--- src/ctl_pkg.sv ---
package ctl_pkg;

	// ==============================
	// Widths and constants
	// ==============================

	localparam int OPCODE_BITS = 8;   // Opcode and response code share one byte
	localparam int WORD_BITS   = 32;  // Host word
	localparam int TIME_BITS   = 64;  // System time counter
	localparam int MAX_ARGS    = 2;   // Argument words kept per frame
	localparam int FW_VERSION  = 3;   // Build version reported to the host
	localparam int SYNC_COMP   = 4;   // Two sync stages, one capture, one load

	// ==============================
	// Encodings
	// ==============================

	typedef enum logic [OPCODE_BITS-1:0] {
		OP_GET_VERSION = 8'h01,
		OP_SYNC_TIME   = 8'h02,
		OP_GET_TIME    = 8'h03
	} opcode_t;

	typedef enum logic [OPCODE_BITS-1:0] {
		RSP_VERSION = 8'h81,
		RSP_TIME    = 8'h83,
		RSP_ERROR   = 8'hee  // No unit claims the opcode
	} rsp_code_t;

	// Command unit FSM
	typedef enum logic [1:0] {
		IDLE,
		SYNC_HI,
		TIME_HI,
		RSP_END
	} sys_state_t;

	// Frame parser FSM
	typedef enum logic [1:0] {
		P_HEADER,
		P_ARGS,
		P_ISSUE,
		P_BUSY
	} parse_state_t;

endpackage

--- src/cmd_parser.sv ---
`timescale 1ns/1ns

module cmd_parser import ctl_pkg::*; (
	input  logic                 clk,
	input  logic                 arst_n,
	input  logic                 in_valid,
	input  logic [WORD_BITS-1:0] in_data,
	input  logic                 arg_advance,
	input  logic                 cmd_done,
	output opcode_t              cmd,
	output logic                 cmd_ready,
	output logic [WORD_BITS-1:0] arg_data,
	output logic [15:0]          drop_count
);

	parse_state_t         state;
	logic [7:0]           arg_total;  // Argument count from the header
	logic [7:0]           arg_cnt;    // Arguments received so far
	logic [WORD_BITS-1:0] args [MAX_ARGS];
	logic                 drop;

	assign arg_data = args[0];  // Head of the argument shift register

	// Anything outside the collect phase is lost, and so is an argument with no free slot
	always_comb begin
		drop = 1'b0;
		if (in_valid) begin
			case (state)
				P_HEADER: drop = 1'b0;
				P_ARGS:   drop = (arg_cnt >= MAX_ARGS);
				default:  drop = 1'b1;
			endcase
		end
	end

	// ==============================
	// Frame FSM
	// ==============================

	always_ff @(posedge clk or negedge arst_n) begin
		if (!arst_n) begin
			state      <= P_HEADER;
			cmd_ready  <= 1'b0;
			arg_total  <= '0;
			arg_cnt    <= '0;
			drop_count <= '0;
		end else begin
			cmd_ready <= 1'b0;
			if (drop)
				drop_count <= drop_count + 16'd1;
			case (state)
				P_HEADER: begin
					if (in_valid) begin
						arg_total <= in_data[15:8];
						arg_cnt   <= '0;
						state     <= (in_data[15:8] == 8'd0) ? P_ISSUE : P_ARGS;
					end
				end
				P_ARGS: begin
					if (in_valid) begin
						arg_cnt <= arg_cnt + 8'd1;
						if (arg_cnt == arg_total - 8'd1)
							state <= P_ISSUE;  // Last word of the frame
					end
				end
				P_ISSUE: begin
					cmd_ready <= 1'b1;  // Single cycle hand-off to the unit
					state     <= P_BUSY;
				end
				P_BUSY: begin
					if (cmd_done)
						state <= P_HEADER;
				end
				default: state <= P_HEADER;
			endcase
		end
	end

	// ==============================
	// Opcode and argument storage
	// ==============================

	always_ff @(posedge clk) begin
		if (state == P_HEADER && in_valid) begin
			cmd <= opcode_t'(in_data[OPCODE_BITS-1:0]);
			for (int i = 0; i < MAX_ARGS; i++)
				args[i] <= '0;  // Missing arguments read as zero
		end else if (state == P_ARGS && in_valid) begin
			for (int i = 0; i < MAX_ARGS; i++) begin
				if (arg_cnt == i)
					args[i] <= in_data;
			end
		end else if (arg_advance) begin
			for (int i = 0; i < MAX_ARGS - 1; i++)
				args[i] <= args[i + 1];  // Next argument moves to the head
			args[MAX_ARGS - 1] <= '0;
		end
	end

endmodule

--- src/ctl_top.sv ---
`timescale 1ns/1ns

module ctl_top import ctl_pkg::*; (
	input  logic                 clk,
	input  logic                 arst_n,
	input  logic                 in_valid,
	input  logic [WORD_BITS-1:0] in_data,
	input  logic                 sync_pulse_in,
	input  logic                 sync_arm_in,
	output logic                 rsp_valid,
	output logic [WORD_BITS-1:0] rsp_data,
	output logic                 rsp_last,
	output logic [15:0]          drop_count,
	output logic [TIME_BITS-1:0] sys_time
);

	// ==============================
	// Internal links
	// ==============================

	opcode_t              cmd;
	logic                 cmd_ready;
	logic [WORD_BITS-1:0] arg_data;
	logic                 arg_advance;
	logic                 cmd_done;
	logic [WORD_BITS-1:0] param_data;
	logic                 param_write;
	logic                 rsp_end;
	logic [TIME_BITS-1:0] time_new;
	logic                 time_load;

	cmd_parser u_parser (
		.clk         (clk),
		.arst_n      (arst_n),
		.in_valid    (in_valid),
		.in_data     (in_data),
		.arg_advance (arg_advance),
		.cmd_done    (cmd_done),
		.cmd         (cmd),
		.cmd_ready   (cmd_ready),
		.arg_data    (arg_data),
		.drop_count  (drop_count)
	);

	sys_cmd_unit u_sys (
		.clk           (clk),
		.arst_n        (arst_n),
		.cmd           (cmd),
		.cmd_ready     (cmd_ready),
		.arg_data      (arg_data),
		.sys_time      (sys_time),
		.sync_pulse_in (sync_pulse_in),
		.sync_arm_in   (sync_arm_in),
		.arg_advance   (arg_advance),
		.cmd_done      (cmd_done),
		.param_data    (param_data),
		.param_write   (param_write),
		.rsp_end       (rsp_end),
		.time_new      (time_new),
		.time_load     (time_load)
	);

	time_base u_time (
		.clk       (clk),
		.arst_n    (arst_n),
		.time_new  (time_new),
		.time_load (time_load),
		.sys_time  (sys_time)
	);

	rsp_framer u_framer (
		.clk         (clk),
		.arst_n      (arst_n),
		.param_data  (param_data),
		.param_write (param_write),
		.rsp_end     (rsp_end),
		.rsp_valid   (rsp_valid),
		.rsp_data    (rsp_data),
		.rsp_last    (rsp_last)
	);

endmodule

--- src/rsp_framer.sv ---
`timescale 1ns/1ns

module rsp_framer import ctl_pkg::*; (
	input  logic                 clk,
	input  logic                 arst_n,
	input  logic [WORD_BITS-1:0] param_data,
	input  logic                 param_write,
	input  logic                 rsp_end,
	output logic                 rsp_valid,
	output logic [WORD_BITS-1:0] rsp_data,
	output logic                 rsp_last
);

	logic [WORD_BITS-1:0] payload [2];
	logic [1:0]           wr_cnt;   // Payload words buffered for the next frame
	logic [1:0]           left;     // Payload words still to send
	logic                 rd_idx;
	logic                 buf_wr;
	rsp_code_t            rsp_code;

	assign rsp_code = rsp_code_t'(param_data[OPCODE_BITS-1:0]);
	assign buf_wr   = param_write && (wr_cnt != 2'd2);  // Extra words do not fit

	// ==============================
	// Output sequencing
	// ==============================

	always_ff @(posedge clk or negedge arst_n) begin
		if (!arst_n) begin
			wr_cnt    <= '0;
			left      <= '0;
			rd_idx    <= 1'b0;
			rsp_valid <= 1'b0;
			rsp_last  <= 1'b0;
		end else begin
			if (rsp_end)
				wr_cnt <= '0;
			else if (buf_wr)
				wr_cnt <= wr_cnt + 2'd1;

			if (rsp_end) begin
				left      <= wr_cnt;
				rd_idx    <= 1'b0;
				rsp_valid <= 1'b1;             // Header goes out first
				rsp_last  <= (wr_cnt == 2'd0);
			end else if (left != 2'd0) begin
				left      <= left - 2'd1;
				rd_idx    <= ~rd_idx;
				rsp_valid <= 1'b1;
				rsp_last  <= (left == 2'd1);
			end else begin
				rsp_valid <= 1'b0;
				rsp_last  <= 1'b0;
			end
		end
	end

	// Header holds the code in bits 7:0 and the payload count in bits 15:8
	always_ff @(posedge clk) begin
		if (buf_wr)
			payload[wr_cnt[0]] <= param_data;
		if (rsp_end)
			rsp_data <= {16'd0, 8'(wr_cnt), rsp_code};
		else if (left != 2'd0)
			rsp_data <= payload[rd_idx];
	end

endmodule

--- src/sys_cmd_unit.sv ---
`timescale 1ns/1ns

module sys_cmd_unit import ctl_pkg::*; (
	input  logic                 clk,
	input  logic                 arst_n,
	input  opcode_t              cmd,
	input  logic                 cmd_ready,
	input  logic [WORD_BITS-1:0] arg_data,
	input  logic [TIME_BITS-1:0] sys_time,
	input  logic                 sync_pulse_in,
	input  logic                 sync_arm_in,
	output logic                 arg_advance,
	output logic                 cmd_done,
	output logic [WORD_BITS-1:0] param_data,
	output logic                 param_write,
	output logic                 rsp_end,
	output logic [TIME_BITS-1:0] time_new,
	output logic                 time_load
);

	logic                 pulse_meta;
	logic                 pulse_sync;
	logic                 pulse_prev;
	logic                 arm_meta;
	logic                 arm_sync;
	logic                 arm_prev;
	logic                 frozen;     // Timestamp held until the next sync command
	logic [TIME_BITS-1:0] stamp;      // System time at the last sync pulse
	sys_state_t           state;
	logic [WORD_BITS-1:0] hold_word;  // High time word or low offset word
	rsp_code_t            rsp_code;
	logic                 accept;

	assign accept      = (state == IDLE) && cmd_ready;
	assign arg_advance = accept;  // The first argument is consumed on acceptance

	// ==============================
	// Sync pulse and arm capture
	// ==============================

	always_ff @(posedge clk or negedge arst_n) begin
		if (!arst_n) begin
			pulse_meta <= 1'b0;
			pulse_sync <= 1'b0;
			pulse_prev <= 1'b0;
			arm_meta   <= 1'b0;
			arm_sync   <= 1'b0;
			arm_prev   <= 1'b0;
			frozen     <= 1'b0;
		end else begin
			pulse_meta <= sync_pulse_in;
			pulse_sync <= pulse_meta;
			pulse_prev <= pulse_sync;
			arm_meta   <= sync_arm_in;
			arm_sync   <= arm_meta;
			arm_prev   <= arm_sync;
			if (state == SYNC_HI)
				frozen <= 1'b0;  // A finished sync re-opens the capture
			else if (arm_sync && !arm_prev)
				frozen <= 1'b1;
		end
	end

	// Both edges of the pulse mark a sync event
	always_ff @(posedge clk) begin
		if ((pulse_sync != pulse_prev) && !frozen)
			stamp <= sys_time;
	end

	// ==============================
	// Command FSM
	// ==============================

	always_ff @(posedge clk or negedge arst_n) begin
		if (!arst_n) begin
			state       <= IDLE;
			param_write <= 1'b0;
			rsp_end     <= 1'b0;
			cmd_done    <= 1'b0;
			time_load   <= 1'b0;
		end else begin
			param_write <= 1'b0;
			rsp_end     <= 1'b0;
			cmd_done    <= 1'b0;
			time_load   <= 1'b0;
			case (state)
				IDLE: begin
					if (cmd_ready) begin
						case (cmd)
							OP_GET_VERSION: begin
								param_write <= 1'b1;
								state       <= RSP_END;
							end
							OP_GET_TIME: begin
								param_write <= 1'b1;  // Low word first
								state       <= TIME_HI;
							end
							OP_SYNC_TIME: state <= SYNC_HI;
							default: begin
								rsp_end  <= 1'b1;  // Error frame with no payload
								cmd_done <= 1'b1;
							end
						endcase
					end
				end
				SYNC_HI: begin
					time_load <= 1'b1;  // Silent command, no response frame
					cmd_done  <= 1'b1;
					state     <= IDLE;
				end
				TIME_HI: begin
					param_write <= 1'b1;
					state       <= RSP_END;
				end
				RSP_END: begin
					rsp_end  <= 1'b1;
					cmd_done <= 1'b1;
					state    <= IDLE;
				end
				default: state <= IDLE;
			endcase
		end
	end

	// Data path follows the FSM state
	always_ff @(posedge clk) begin
		case (state)
			IDLE: begin
				if (accept) begin
					case (cmd)
						OP_GET_VERSION: begin
							param_data <= WORD_BITS'(FW_VERSION);
							rsp_code   <= RSP_VERSION;
						end
						OP_GET_TIME: begin
							param_data <= sys_time[WORD_BITS-1:0];
							hold_word  <= sys_time[TIME_BITS-1:WORD_BITS];
							rsp_code   <= RSP_TIME;
						end
						OP_SYNC_TIME: hold_word <= arg_data;  // Low offset word
						default: param_data <= WORD_BITS'(RSP_ERROR);
					endcase
				end
			end
			// The extra count aligns with the time value present while time_load is high
			SYNC_HI: time_new <= sys_time + TIME_BITS'(1) - stamp + {arg_data, hold_word}
				+ TIME_BITS'(SYNC_COMP);
			TIME_HI: param_data <= hold_word;
			RSP_END: param_data <= WORD_BITS'(rsp_code);
			default: ;
		endcase
	end

endmodule

--- src/time_base.sv ---
`timescale 1ns/1ns

module time_base import ctl_pkg::*; (
	input  logic                 clk,
	input  logic                 arst_n,
	input  logic [TIME_BITS-1:0] time_new,
	input  logic                 time_load,
	output logic [TIME_BITS-1:0] sys_time
);

	// Free-running system time, one count per clock
	always_ff @(posedge clk or negedge arst_n) begin
		if (!arst_n) begin
			sys_time <= '0;
		end else if (time_load) begin
			sys_time <= time_new;  // Corrected value from a sync command
		end else begin
			sys_time <= sys_time + TIME_BITS'(1);
		end
	end

endmodule
--- config.mk ---
export PLATFORM = sky130hd
export DESIGN_NAME = ctl_top
export DESIGN_NICKNAME = d
export VERILOG_FILES = /design/src/ctl_pkg.sv /design/src/cmd_parser.sv /design/src/ctl_top.sv /design/src/rsp_framer.sv /design/src/sys_cmd_unit.sv /design/src/time_base.sv
export SDC_FILE = /design/constraint.sdc
export NUM_CORES = 1
export LEC_CHECK = 0
export ABC_AREA = 0
export BUFFER_PORTS_ARGS = -buffer_cell sky130_fd_sc_hd__buf_2
export CELL_PAD_IN_SITES_DETAIL_PLACEMENT = 1
export CELL_PAD_IN_SITES_GLOBAL_PLACEMENT = 1
export CORE_ASPECT_RATIO = 1.5
export CORE_MARGIN = 10
export CORE_UTILIZATION = 54
export CTS_CLUSTER_DIAMETER = 60
export DETAILED_ROUTE_END_ITERATION = 6
export GPL_TIMING_DRIVEN = 0
export PLACE_DENSITY_LB_ADDON = 0.1
export SLEW_MARGIN = 15
export SYNTH_ARGS = -nofsm -noshare
export SYNTH_HDL_FRONTEND = slang
export SYNTH_HIERARCHICAL = 1
export SYNTH_SLANG_ARGS = --single-unit
--- constraint.sdc ---
create_clock -name clk -period 6.5 [get_ports clk]
set_input_delay 0.975 -clock clk [delete_from_list [all_inputs] [get_ports clk]]
set_output_delay 0.975 -clock clk [all_outputs]
set_load 0.03 [all_outputs]
==> results of run 1 <==
-- metal layers --
metal	part of all wire	global-route usage	vias to the layer above
met5	0.00016	0	-
met4	0.069	0.175	2
met3	0.041	0.0382	219
met2	0.54	0.526	553
met1	0.35	0.284	9280
li1	-	-	8342
-- state kept, by name, summed over array words and instances, names as in the netlist, 32 cells and up --
signal,count
u_framer/payload,64
u_parser/args,64
u_sys/stamp,64
u_sys/time_new,64
u_time/sys_time,64
u_framer/rsp_data,32
u_sys/hold_word,32
u_sys/param_data,32
-- kinds of logic after synthesis --
family | share of synthesized area
AND/OR/NAND/NOR | 0.132
flip-flops | 0.523
AO/OA/AOI/OAI | 0.107
buffers and inverters | 0.0454
adder cells (fa/ha/maj) | 0.118
XOR/XNOR | 0.0431
multiplexers | 0.0314
-- cell type report --
class                           count  share of cell area
Inverter                          134              0.0170
Buffer                            120              0.0230
Multi-Input combinational cell   1474               0.383
Clock buffer                       61              0.0444
Clock inverter                     29              0.0106
Timing Repair Buffer              163              0.0356
Tap cell                          600              0.0254
Sequential cell                   480               0.461
-- cell usage after synthesis (all sizes together), types with 15 or more instances --
cell type / number
nor2: 115
nand2: 238
nor3: 21
a21oi: 87
xor2: 54
inv: 133
buf: 60
o21ai: 102
dfrtp: 119
clkbuf: 60
nor4: 27
a22o: 26
mux2i: 37
nor2b: 17
xnor2: 74
nand3: 52
and3: 27
mux2: 34
nand4: 55
ha: 142
and2: 45
edfxtp: 339
dfxtp: 22
nand2b: 15
a21o: 70
fa: 64
a31oi: 26
-- how the worst min path moves through the flow --
stage / start / end / slack, ns / cells past startpoint
after detailed placement: u_sys/pulse_meta / u_sys/pulse_sync / 0.34 / 0
after global placement: u_sys/arm_meta / u_sys/arm_sync / 0.33 / 0
final: arst_n / u_time/sys_time[22] / 0.29 / 1
after CTS: arst_n / u_time/sys_time[22] / 0.28 / 1
after floorplan: u_sys/arm_meta / u_sys/arm_sync / 0.33 / 0
after global routing: arst_n / u_time/sys_time[22] / 0.31 / 1
-- stage by stage --
stage,setup WS (ns),cell area (um^2),hold WS [ns]
5_1_grt,1.25,29500,0.308
3_5_place_dp,1.47,27900,0.340
3_3_place_gp,0.202,27500,0.333
6_report,1.39,29500,0.286
2_1_floorplan,2.48,26000,0.331
4_1_cts,1.44,29500,0.284
==> results by group, run 1 <==
Run status
  – Status: completed

Drt
  – First DRT Iteration DRCs: 888
  – Vias: 18,400
  – Detailed Route WL: roughly 80 mm
  – Drt pass-1 iters: 5
  – ANT nets after route: 0
  – WL per Instance: 26.2 um
  – DRC viols: 0
  – Routed vias/inst: 6.01

Setup path
  – Register-to-Register Path Depth: 16
  – Worst Path Arrival: 5.43 ns
  – RR Startpoint: u_time/sys_time[2]
  – Crit path from: u_time/sys_time[2]
  – Worst Setup End Kind: flip-flop
  – Buf/Inv on CP: 3
  – Crit path depth: 16
  – Worst-path cell chain: inv_1, ha_1, fa_1, inv_1, ha_1, inv_1, fa_1, nand2b_1, a21o_1, nor2b_4, o31ai_1, a31oi_1, o221ai_2, o21ai_1, o21bai_1, xor2_1
  – Crit path launch type: flip-flop
  – Most used cell, CP: inv_1
  – Reg-to-reg setup timing slack: 1.39 ns
  – Crit Reg-Reg Endpoint: u_sys/time_new[56]
  – Setup crit end: u_sys/time_new[56]
  – Worst-path fanout max: 10
  – Cell with the largest stage delay on the worst path: o31ai_1
  – Req. time, crit path: 6.82 ns
  – Setup CP Type: flip-flop to flip-flop
  – Crit path max-delay family: compound AO/OA/AOI/OAI gates
  – Critical path's largest stage delay: ~0.70 ns

Layout
  – Area of the multi-input gates: about 11,000 um^2
  – Commonest non-fill, non-tap cell in the layout: edfxtp_1
  – Fillers: 4,876
  – Layout area overhead: 13.5%
  – # diodes: 0
  – Register area: 13,600 um^2
  – Net count reported at finish: 2,664
  – Share of cells above drive strength 1: 0.175
  – Commonest non-fill, non-tap cells in the layout: 339 x edfxtp_1, 237 x nand2_1, 165 x buf_2
  – Final Core Density: 0.619
  – Count of non-filler cells in the finished layout: 3,061

Global route
  – Largest net degree at the start of global routing: 76
  – Initial antenna violation count: 2
  – Gr usage total: 0.280
  – GRT overflow: 0
  – First-pass GRT wire length: between 100 and 150 mm
  – Vias in the first global route: 20,300

Clocking
  – Clock latency at the later pin of the worst-skew pair: 0.58 ns
  – H-tree Lvls: 2
  – Clock Root Buffer: clkbuf_16
  – Number of hold buffers added after cts: 0
  – Clock sink count: 480
  – Post-CTS resize count: 0
  – CTS tree: built
  – Total CTS buffers: 48
  – Clock slew at reported path FFs: approximately 0.070 ns
  – Setup bufs post-CTS: 0
  – Bufs on Longest Clock Path: 3

Flow run
  – Max_cap viols: 0

STA
  – Worst slew margin: 0.260
  – Total negative slack: 0 ns
  – Max Clock Freq: 0.196 GHz
  – Final setup viols: 0
  – Slew @ Worst Pin: 1.10 ns
  – Period Utilization, post-route: 0.786
  – Clk_skew: 0.0284 ns
  – Final Hold Fails: 0
  – Minimum clock period: 5.11 ns
  – Slew Viols, Final: 0
  – RSZ-0062 raised after global routing: no

Floorplan
  – Die area: 57,500 um^2
  – Core Area: 47,700 um^2
  – Die height: 289 um
  – Row count: between 90 and 100
  – Initial Util: 0.545
  – I/O pin cnt: 151
  – Die width: 199 um

Synth
  – Post-Syn Area: ~26,000 um^2
  – Post-synth ARST share: 0.248
  – Synth cell types: 100
  – Synth Warn #: 6
  – Synthesized area per cell: 11.8 um^2
  – Syn nets: 2,451
  – Largest cells by area after synthesis: edfxtp_1 39%, dfrtp_1 11%, ha_1 6.8%
  – Post-Synthesis Cells: 2,208
  – Post-synthesis sequential area ratio: 0.523
  – Synth Flop Type: edfxtp_1
  – FF+latch count, synth: 480
  – Post-synth top area cell: edfxtp_1
  – Post-synth EDFFs: 339
  – Top-area cell type share of the netlist area: 0.392

Place
  – DP Cell Count: 2,971
  – Port buffer count: 150
  – Gpl congestion: 0.941
  – Dpl hpwl: 63.0 mm

Min path
  – Tightest Hold Check Type: primary input to asynchronous set/reset pin
Power of run 1 is not shown: default switching activity piles up to over one toggle a cycle in this logic, so the estimate is an artifact.
==> inputs of run 2 (changes only) <==
--- a/config.mk
+++ b/config.mk
@@ -5,13 +5,13 @@
 export SDC_FILE = /design/constraint.sdc
 export NUM_CORES = 1
 export LEC_CHECK = 0
-export ABC_AREA = 0
+export ABC_AREA = 1
 export BUFFER_PORTS_ARGS = -buffer_cell sky130_fd_sc_hd__buf_2
 export CELL_PAD_IN_SITES_DETAIL_PLACEMENT = 1
 export CELL_PAD_IN_SITES_GLOBAL_PLACEMENT = 1
 export CORE_ASPECT_RATIO = 1.5
 export CORE_MARGIN = 10
-export CORE_UTILIZATION = 54
+export CORE_UTILIZATION = 48
 export CTS_CLUSTER_DIAMETER = 60
 export DETAILED_ROUTE_END_ITERATION = 6
 export GPL_TIMING_DRIVEN = 0
==> constraint.sdc (replaced) <==
create_clock -name clk -period 5.3 [get_ports clk]
set_input_delay 0.795 -clock clk [delete_from_list [all_inputs] [get_ports clk]]
set_output_delay 0.795 -clock clk [all_outputs]
set_load 0.03 [all_outputs]
==> results by group, run 2 <==
Run status
  – Status: complete, but fails checks
  – Failing checks: DRC

Global route
  – First-pass GRT wire length: 160 mm
  – Gr usage total: 0.298
  – Largest net degree at the start of global routing: 66
  – GRT overflow: 0
  – Vias in the first global route: 25,800
  – Initial antenna violation count: 3

Synth
  – FF+latch count, synth: 480
  – Post-synth top area cell: edfxtp_1
  – Top-area cell type share of the netlist area: 0.349
  – Post-synth top cells: 1,145 x nand2_1, 534 x inv_1, 339 x edfxtp_1, 319 x nor2_1, 142 x ha_1
  – Synth Flop Type: edfxtp_1
  – Top-count cell post-synth: nand2_1
  – Post-synthesis sequential area ratio: 0.467
  – Synthesized area per cell: 8.50 um^2
  – Post-Synthesis Cells: ~3,400
  – Synth Warn #: 6
  – Synth cell types: 48
  – Post-synth ARST share: 0.248
  – Post-Syn Area: a little under 30,000 um^2
  – Largest cells by area after synthesis: edfxtp_1 35%, nand2_1 15%, dfrtp_1 10%
  – Syn nets: 3,673
  – Post-synth EDFFs: 339

STA
  – RSZ-0062 raised after global routing: no
  – Final setup viols: 0
  – Period Utilization, post-route: 0.782
  – Max Clock Freq: 0.241 GHz
  – Final Hold Fails: 0
  – Clk_skew: 0.0368 ns
  – Slew @ Worst Pin: 1.20 ns
  – Minimum clock period: 4.15 ns
  – Slew Viols, Final: 0
  – Worst slew margin: 0.200

Layout
  – Fillers: 7,182
  – Layout area overhead: 12.9%
  – Commonest non-fill, non-tap cells in the layout: 1,145 x nand2_1, 534 x inv_1, 339 x edfxtp_1
  – Count of non-filler cells in the finished layout: 4,472
  – Register area: between 10,000 and 15,000 um^2
  – Area of the multi-input gates: 12,900 um^2
  – Net count reported at finish: 3,889
  – Share of cells above drive strength 1: 0.132
  – Commonest non-fill, non-tap cell in the layout: nand2_1

Setup path
  – Critical path's largest stage delay: 0.51 ns
  – Worst-path fanout max: 7
  – Setup CP Type: flip-flop to flip-flop
  – Register-to-Register Path Depth: 17
  – Req. time, crit path: 5.64 ns
  – Crit Reg-Reg Endpoint: u_sys/time_new[50]
  – Worst Setup End Kind: flip-flop
  – Crit path max-delay family: adder cells
  – Most used cell, CP: nand2_1
  – Crit path launch type: flip-flop
  – RR Startpoint: u_time/sys_time[2]
  – Worst Path Arrival: around 4.5 ns
  – Buf/Inv on CP: 4
  – Worst-path cell chain: inv_1, ha_1, fa_1, inv_1, ha_1, inv_1, fa_1, inv_1, nand2_1, nand2_1, nand3_1, nand2_2, nand2_1, nand2_1, nand3_1, nand4_1, nand2_1
  – Reg-to-reg setup timing slack: 1.15 ns
  – Cell with the largest stage delay on the worst path: dfrtp_1

Clocking
  – Post-CTS resize count: 0
  – Setup bufs post-CTS: 0
  – Total CTS buffers: 51
  – H-tree Lvls: 2
  – Clock sink count: 480
  – Number of hold buffers added after cts: 0
  – Clock slew at reported path FFs: 0.07 ns
  – CTS tree: built
  – Bufs on Longest Clock Path: 3
  – Clock latency at the later pin of the worst-skew pair: roughly 0.64 ns
  – Clock Root Buffer: clkbuf_16

Floorplan
  – Core Area: 60,100 um^2
  – Die area: a little over 70,000 um^2
  – I/O pin cnt: 151
  – Row count: 110
  – Die width: 221 um
  – Die height: 322 um
  – Initial Util: 0.485

Place
  – DP Cell Count: 4,377
  – Gpl congestion: 0.993
  – Port buffer count: 150
  – Dpl hpwl: 86.9 mm

Drt
  – Drt pass-1 iters: 7
  – First DRT Iteration DRCs: 1,749
  – WL per Instance: around 24 um
  – ANT nets after route: 0
  – Detailed Route WL: 108 mm
  – Vias: 24,300
  – Routed vias/inst: between 5 and 6
  – DRC viols: 3

Flow run
  – Max_cap viols: 0

Min path
  – Tightest Hold Check Type: primary input to asynchronous set/reset pin
==> run 2: cell families (layout without fill, tap and decap cells) <==
group                    after synthesis  count (layout)  share of synthesized area
AO/OA/AOI/OAI                        239             239                     0.0534
flip-flops                           480             480                      0.467
XOR/XNOR                              77              77                     0.0231
other                                  0               1                          0
AND/OR/NAND/NOR                     1783            1783                      0.259
buffers and inverters                645             902                     0.0924
adder cells (fa/ha/maj)              206             206                      0.105
==> run 2: metal layers <==
metal | global-route usage | vias up | wire length [um]
met1 | 0.330 | 12000 | 40400
met4 | 0.194 | 0 | 7790
met2 | 0.526 | 763 | 54100
li1 | - | 11300 | -
met5 | 0 | - | 0
met3 | 0.0450 | 273 | 5560
==> run 2: worst reg2reg max path: cells and delay by family (launching register included) <==
family / cells / cell delay [ns]
adder cells (fa/ha/maj): 4 / 1.75
AND/OR/NAND/NOR: 9 / 1.17
flip-flops: 1 / 0.51
buffers and inverters: 4 / 0.43
==> run 2: how the worst max path moves through the flow <==
stage	start	to	slack, ns	depth (start not counted)
2_1_floorplan	u_sys/state[1]	u_sys/param_data[0]	0.96	3
3_3_place_gp	u_sys/state[1]	u_sys/param_data[3]	-1.58	3
3_5_place_dp	u_time/sys_time[2]	u_sys/time_new[62]	1.45	19
4_1_cts	u_time/sys_time[2]	u_sys/time_new[62]	1.30	19
5_1_grt	u_time/sys_time[2]	u_sys/time_new[62]	1.01	19
6_report	u_time/sys_time[2]	u_sys/time_new[50]	1.15	17
==> run 2: final cells by class <==
cell class              count  area share
diodes                      1   0.0000760
repair buffers            163      0.0303
well taps                 784      0.0298
inverters                 554      0.0632
clock inverters            24     0.00863
flip-flops and latches    480       0.413
clock buffers              70      0.0440
plain buffers              91      0.0186
multi-input cells        2305       0.392
==> run 2: metrics by stage <==
| step | TNS (ns) | utilization | cell area [um^2] | hold WS, ns | setup WS, ns |
|---|---|---|---|---|---|
| global route | 0 | 0.547 | 32900 | 0.107 | 1.01 |
| finish | 0 | 0.547 | 32900 | 0.0952 | 1.15 |
| global placement | -82.07 | 0.513 | 30900 | 0.344 | -1.58 |
| floorplan | 0 | - | 29100 | 0.331 | 0.958 |
| detailed placement | 0 | 0.518 | 31200 | 0.345 | 1.45 |
| CTS | 0 | 0.547 | 32900 | 0.0956 | 1.30 |
Power of run 2 is left out for the same reason.
==> inputs of run 3 (changes only) <==
--- a/config.mk
+++ b/config.mk
@@ -5,13 +5,13 @@
 export SDC_FILE = /design/constraint.sdc
 export NUM_CORES = 1
 export LEC_CHECK = 0
-export ABC_AREA = 1
+export ABC_AREA = 0
 export BUFFER_PORTS_ARGS = -buffer_cell sky130_fd_sc_hd__buf_2
 export CELL_PAD_IN_SITES_DETAIL_PLACEMENT = 1
 export CELL_PAD_IN_SITES_GLOBAL_PLACEMENT = 1
 export CORE_ASPECT_RATIO = 1.5
 export CORE_MARGIN = 10
-export CORE_UTILIZATION = 48
+export CORE_UTILIZATION = 45
 export CTS_CLUSTER_DIAMETER = 60
 export DETAILED_ROUTE_END_ITERATION = 6
 export GPL_TIMING_DRIVEN = 0
==> constraint.sdc (replaced) <==
create_clock -name clk -period 3.6 [get_ports clk]
set_input_delay 0.54 -clock clk [delete_from_list [all_inputs] [get_ports clk]]
set_output_delay 0.54 -clock clk [all_outputs]
set_load 0.03 [all_outputs]
==> results by group, run 3 (same netlist as run 1, synthesis figures left out) <==
Run status
  – Status: complete, but fails checks
  – Failing checks: setup timing

Setup path
  – Worst Path Arrival: between 4 and 5 ns
  – Reg-to-reg setup timing slack: -0.27 ns
  – RR Startpoint: u_sys/stamp[2]
  – Req. time, crit path: 3.96 ns
  – Worst-path fanout max: 4
  – Setup CP Type: flip-flop to flip-flop
  – Crit path launch type: flip-flop
  – Crit path from: u_sys/stamp[2]
  – Worst Setup End Kind: flip-flop

Drt
  – WL per Instance: 23.9 um
  – DRC viols: 0
  – Detailed Route WL: between 70 and 80 mm
  – Vias: ~19,000
  – Drt pass-1 iters: 7
  – First DRT Iteration DRCs: 939
  – ANT nets after route: 0
  – Met3 WL: about 2.7 mm
  – Top routing layer in use: met4
  – Met2 wire length: 42.6 mm
  – Routed vias/inst: about 5.6
  – Metal1 wirelength: 30.1 mm

Layout
  – Share of cells above drive strength 1: 0.273
  – Commonest non-fill, non-tap cell in the layout: edfxtp_1
  – Count of non-filler cells in the finished layout: roughly 3,300
  – Fillers: ~5,900
  – Final Core Density: 0.555
  – Layout area overhead: 21.8%
  – Net count reported at finish: roughly 2,800
  – Register area: 13,700 um^2
  – Area of the multi-input gates: roughly 12,000 um^2
  – Commonest non-fill, non-tap cells in the layout: 339 x edfxtp_1, 233 x nand2_1, 157 x buf_2

STA
  – RSZ-0062 raised after global routing: yes
  – Worst hold slack: ~0.061 ns
  – Max Clock Freq: roughly 0.26 GHz
  – Period Utilization, post-route: 1.08
  – Final setup viols: 22
  – Slew Viols, Final: 0
  – Final worst setup slack: -0.273 ns
  – Clk_skew: 0.0356 ns
  – Final Hold Fails: 0
  – Minimum clock period: between 3 and 4 ns
  – Worst slew margin: 0.171
  – Slew @ Worst Pin: 1.23 ns

Global route
  – Gr usage total: 0.229
  – Largest net degree at the start of global routing: 68
  – First-pass GRT wire length: 121 mm
  – Initial antenna violation count: 0
  – Vias in the first global route: 20,300
  – GRT overflow: 0

Place
  – Pre-CTS WS: -0.992 ns
  – Gpl congestion: about 0.96
  – Dpl hpwl: roughly 59 mm
  – Port buffer count: 150
  – DP Cell Count: ~3,100

Clocking
  – H-tree Lvls: 2
  – Clock sink count: 480
  – Clock latency at the later pin of the worst-skew pair: around 0.6 ns
  – Total CTS buffers: 50
  – Clock Root Buffer: clkbuf_16
  – Bufs on Longest Clock Path: 3
  – Clock slew at reported path FFs: 0.06 ns
  – CTS tree: built

Min path
  – Min-delay src: sync_pulse_in
  – Tightest Hold Check Type: primary input to flip-flop

Floorplan
  – Die area: ~68,000 um^2
  – Core Area: 57,000 um^2
  – I/O pin cnt: roughly 150
  – Row count: ~110
  – Die height: 314 um
  – Initial Util: 0.456
  – Die width: 216 um

Flow run
  – Max_cap viols: 0
==> run 3: changes by cell type in the layout (fill, tap and decap cells not counted), sizes merged, moves of 29 or more <==
| cell | before | now |
|---|---|---|
| mux2i | 0 | 37 |
| mux2 | 0 | 34 |
| and2 | 2 | 45 |
| buf | 233 | 321 |
| a21o | 0 | 70 |
| nand2 | 1175 | 238 |
| a21oi | 58 | 87 |
| nor2 | 357 | 115 |
| nor3 | 61 | 21 |
| xnor2 | 28 | 74 |
| nand3 | 145 | 52 |
| inv | 559 | 138 |
==> run 3: metal layers <==
layer,GRT usage,vias to the layer above
li1,-,8527
met1,0.252,9568
met4,0.108,0
met2,0.428,462
met3,0.0297,162
met5,0,-
==> run 3: layout make-up <==
type	instances	share of cell area
flip-flops and latches	480	0.432
plain buffers	108	0.0207
diodes	1	0.0000790
multi-input cells	1474	0.387
repair buffers	264	0.0575
inverters	134	0.0159
clock buffers	65	0.0443
clock inverters	29	0.0128
well taps	763	0.0302
==> run 3: worst max-delay path, stage by stage (launching register included) <==
cell,delay [ns]
edfxtp_1,0.41
ha_4,0.26
fa_1,0.45
inv_1,0.07
ha_2,0.19
inv_2,0.04
fa_2,0.35
nand2b_4,0.16
a21o_1,0.19
a22oi_2,0.31
o2111ai_2,0.20
a31oi_4,0.29
o21ai_4,0.12
o31ai_4,0.32
buf_4,0.18
xor2_1,0.05
==> run 3: through the flow <==
stage / cell area [um^2] / TNS (ns)
2_1_floorplan: 26000 / 0
3_3_place_gp: 27700 / -114.01
3_5_place_dp: 28100 / -18.15
4_1_cts: 31000 / -1.78
5_1_grt: 31700 / -4.85
6_report: 31700 / -2.70
==> run 3: worst paths after layout <==
check,cells after the start,end
worst min register to register,0,u_sys/arm_sync
worst max-delay path,15,u_sys/time_new[54]
worst min-delay path,1,u_sys/pulse_meta
max in group asynchronous,3,u_time/sys_time[7]
min in group asynchronous,2,u_parser/drop_count[6]
worst max register to register,15,u_sys/time_new[54]
==> run 3: what timing repair did <==
item / CTS / global route
setup endpoints to repair: 41 / 28
pin swaps: 51 / 47
buffers inserted: 59 / 44
endpoints found under the hold margin: 52 / 0
hold buffers: 1 / 0
gates resized for setup: 165 / 66
Power of run 3 is left out for the same reason.
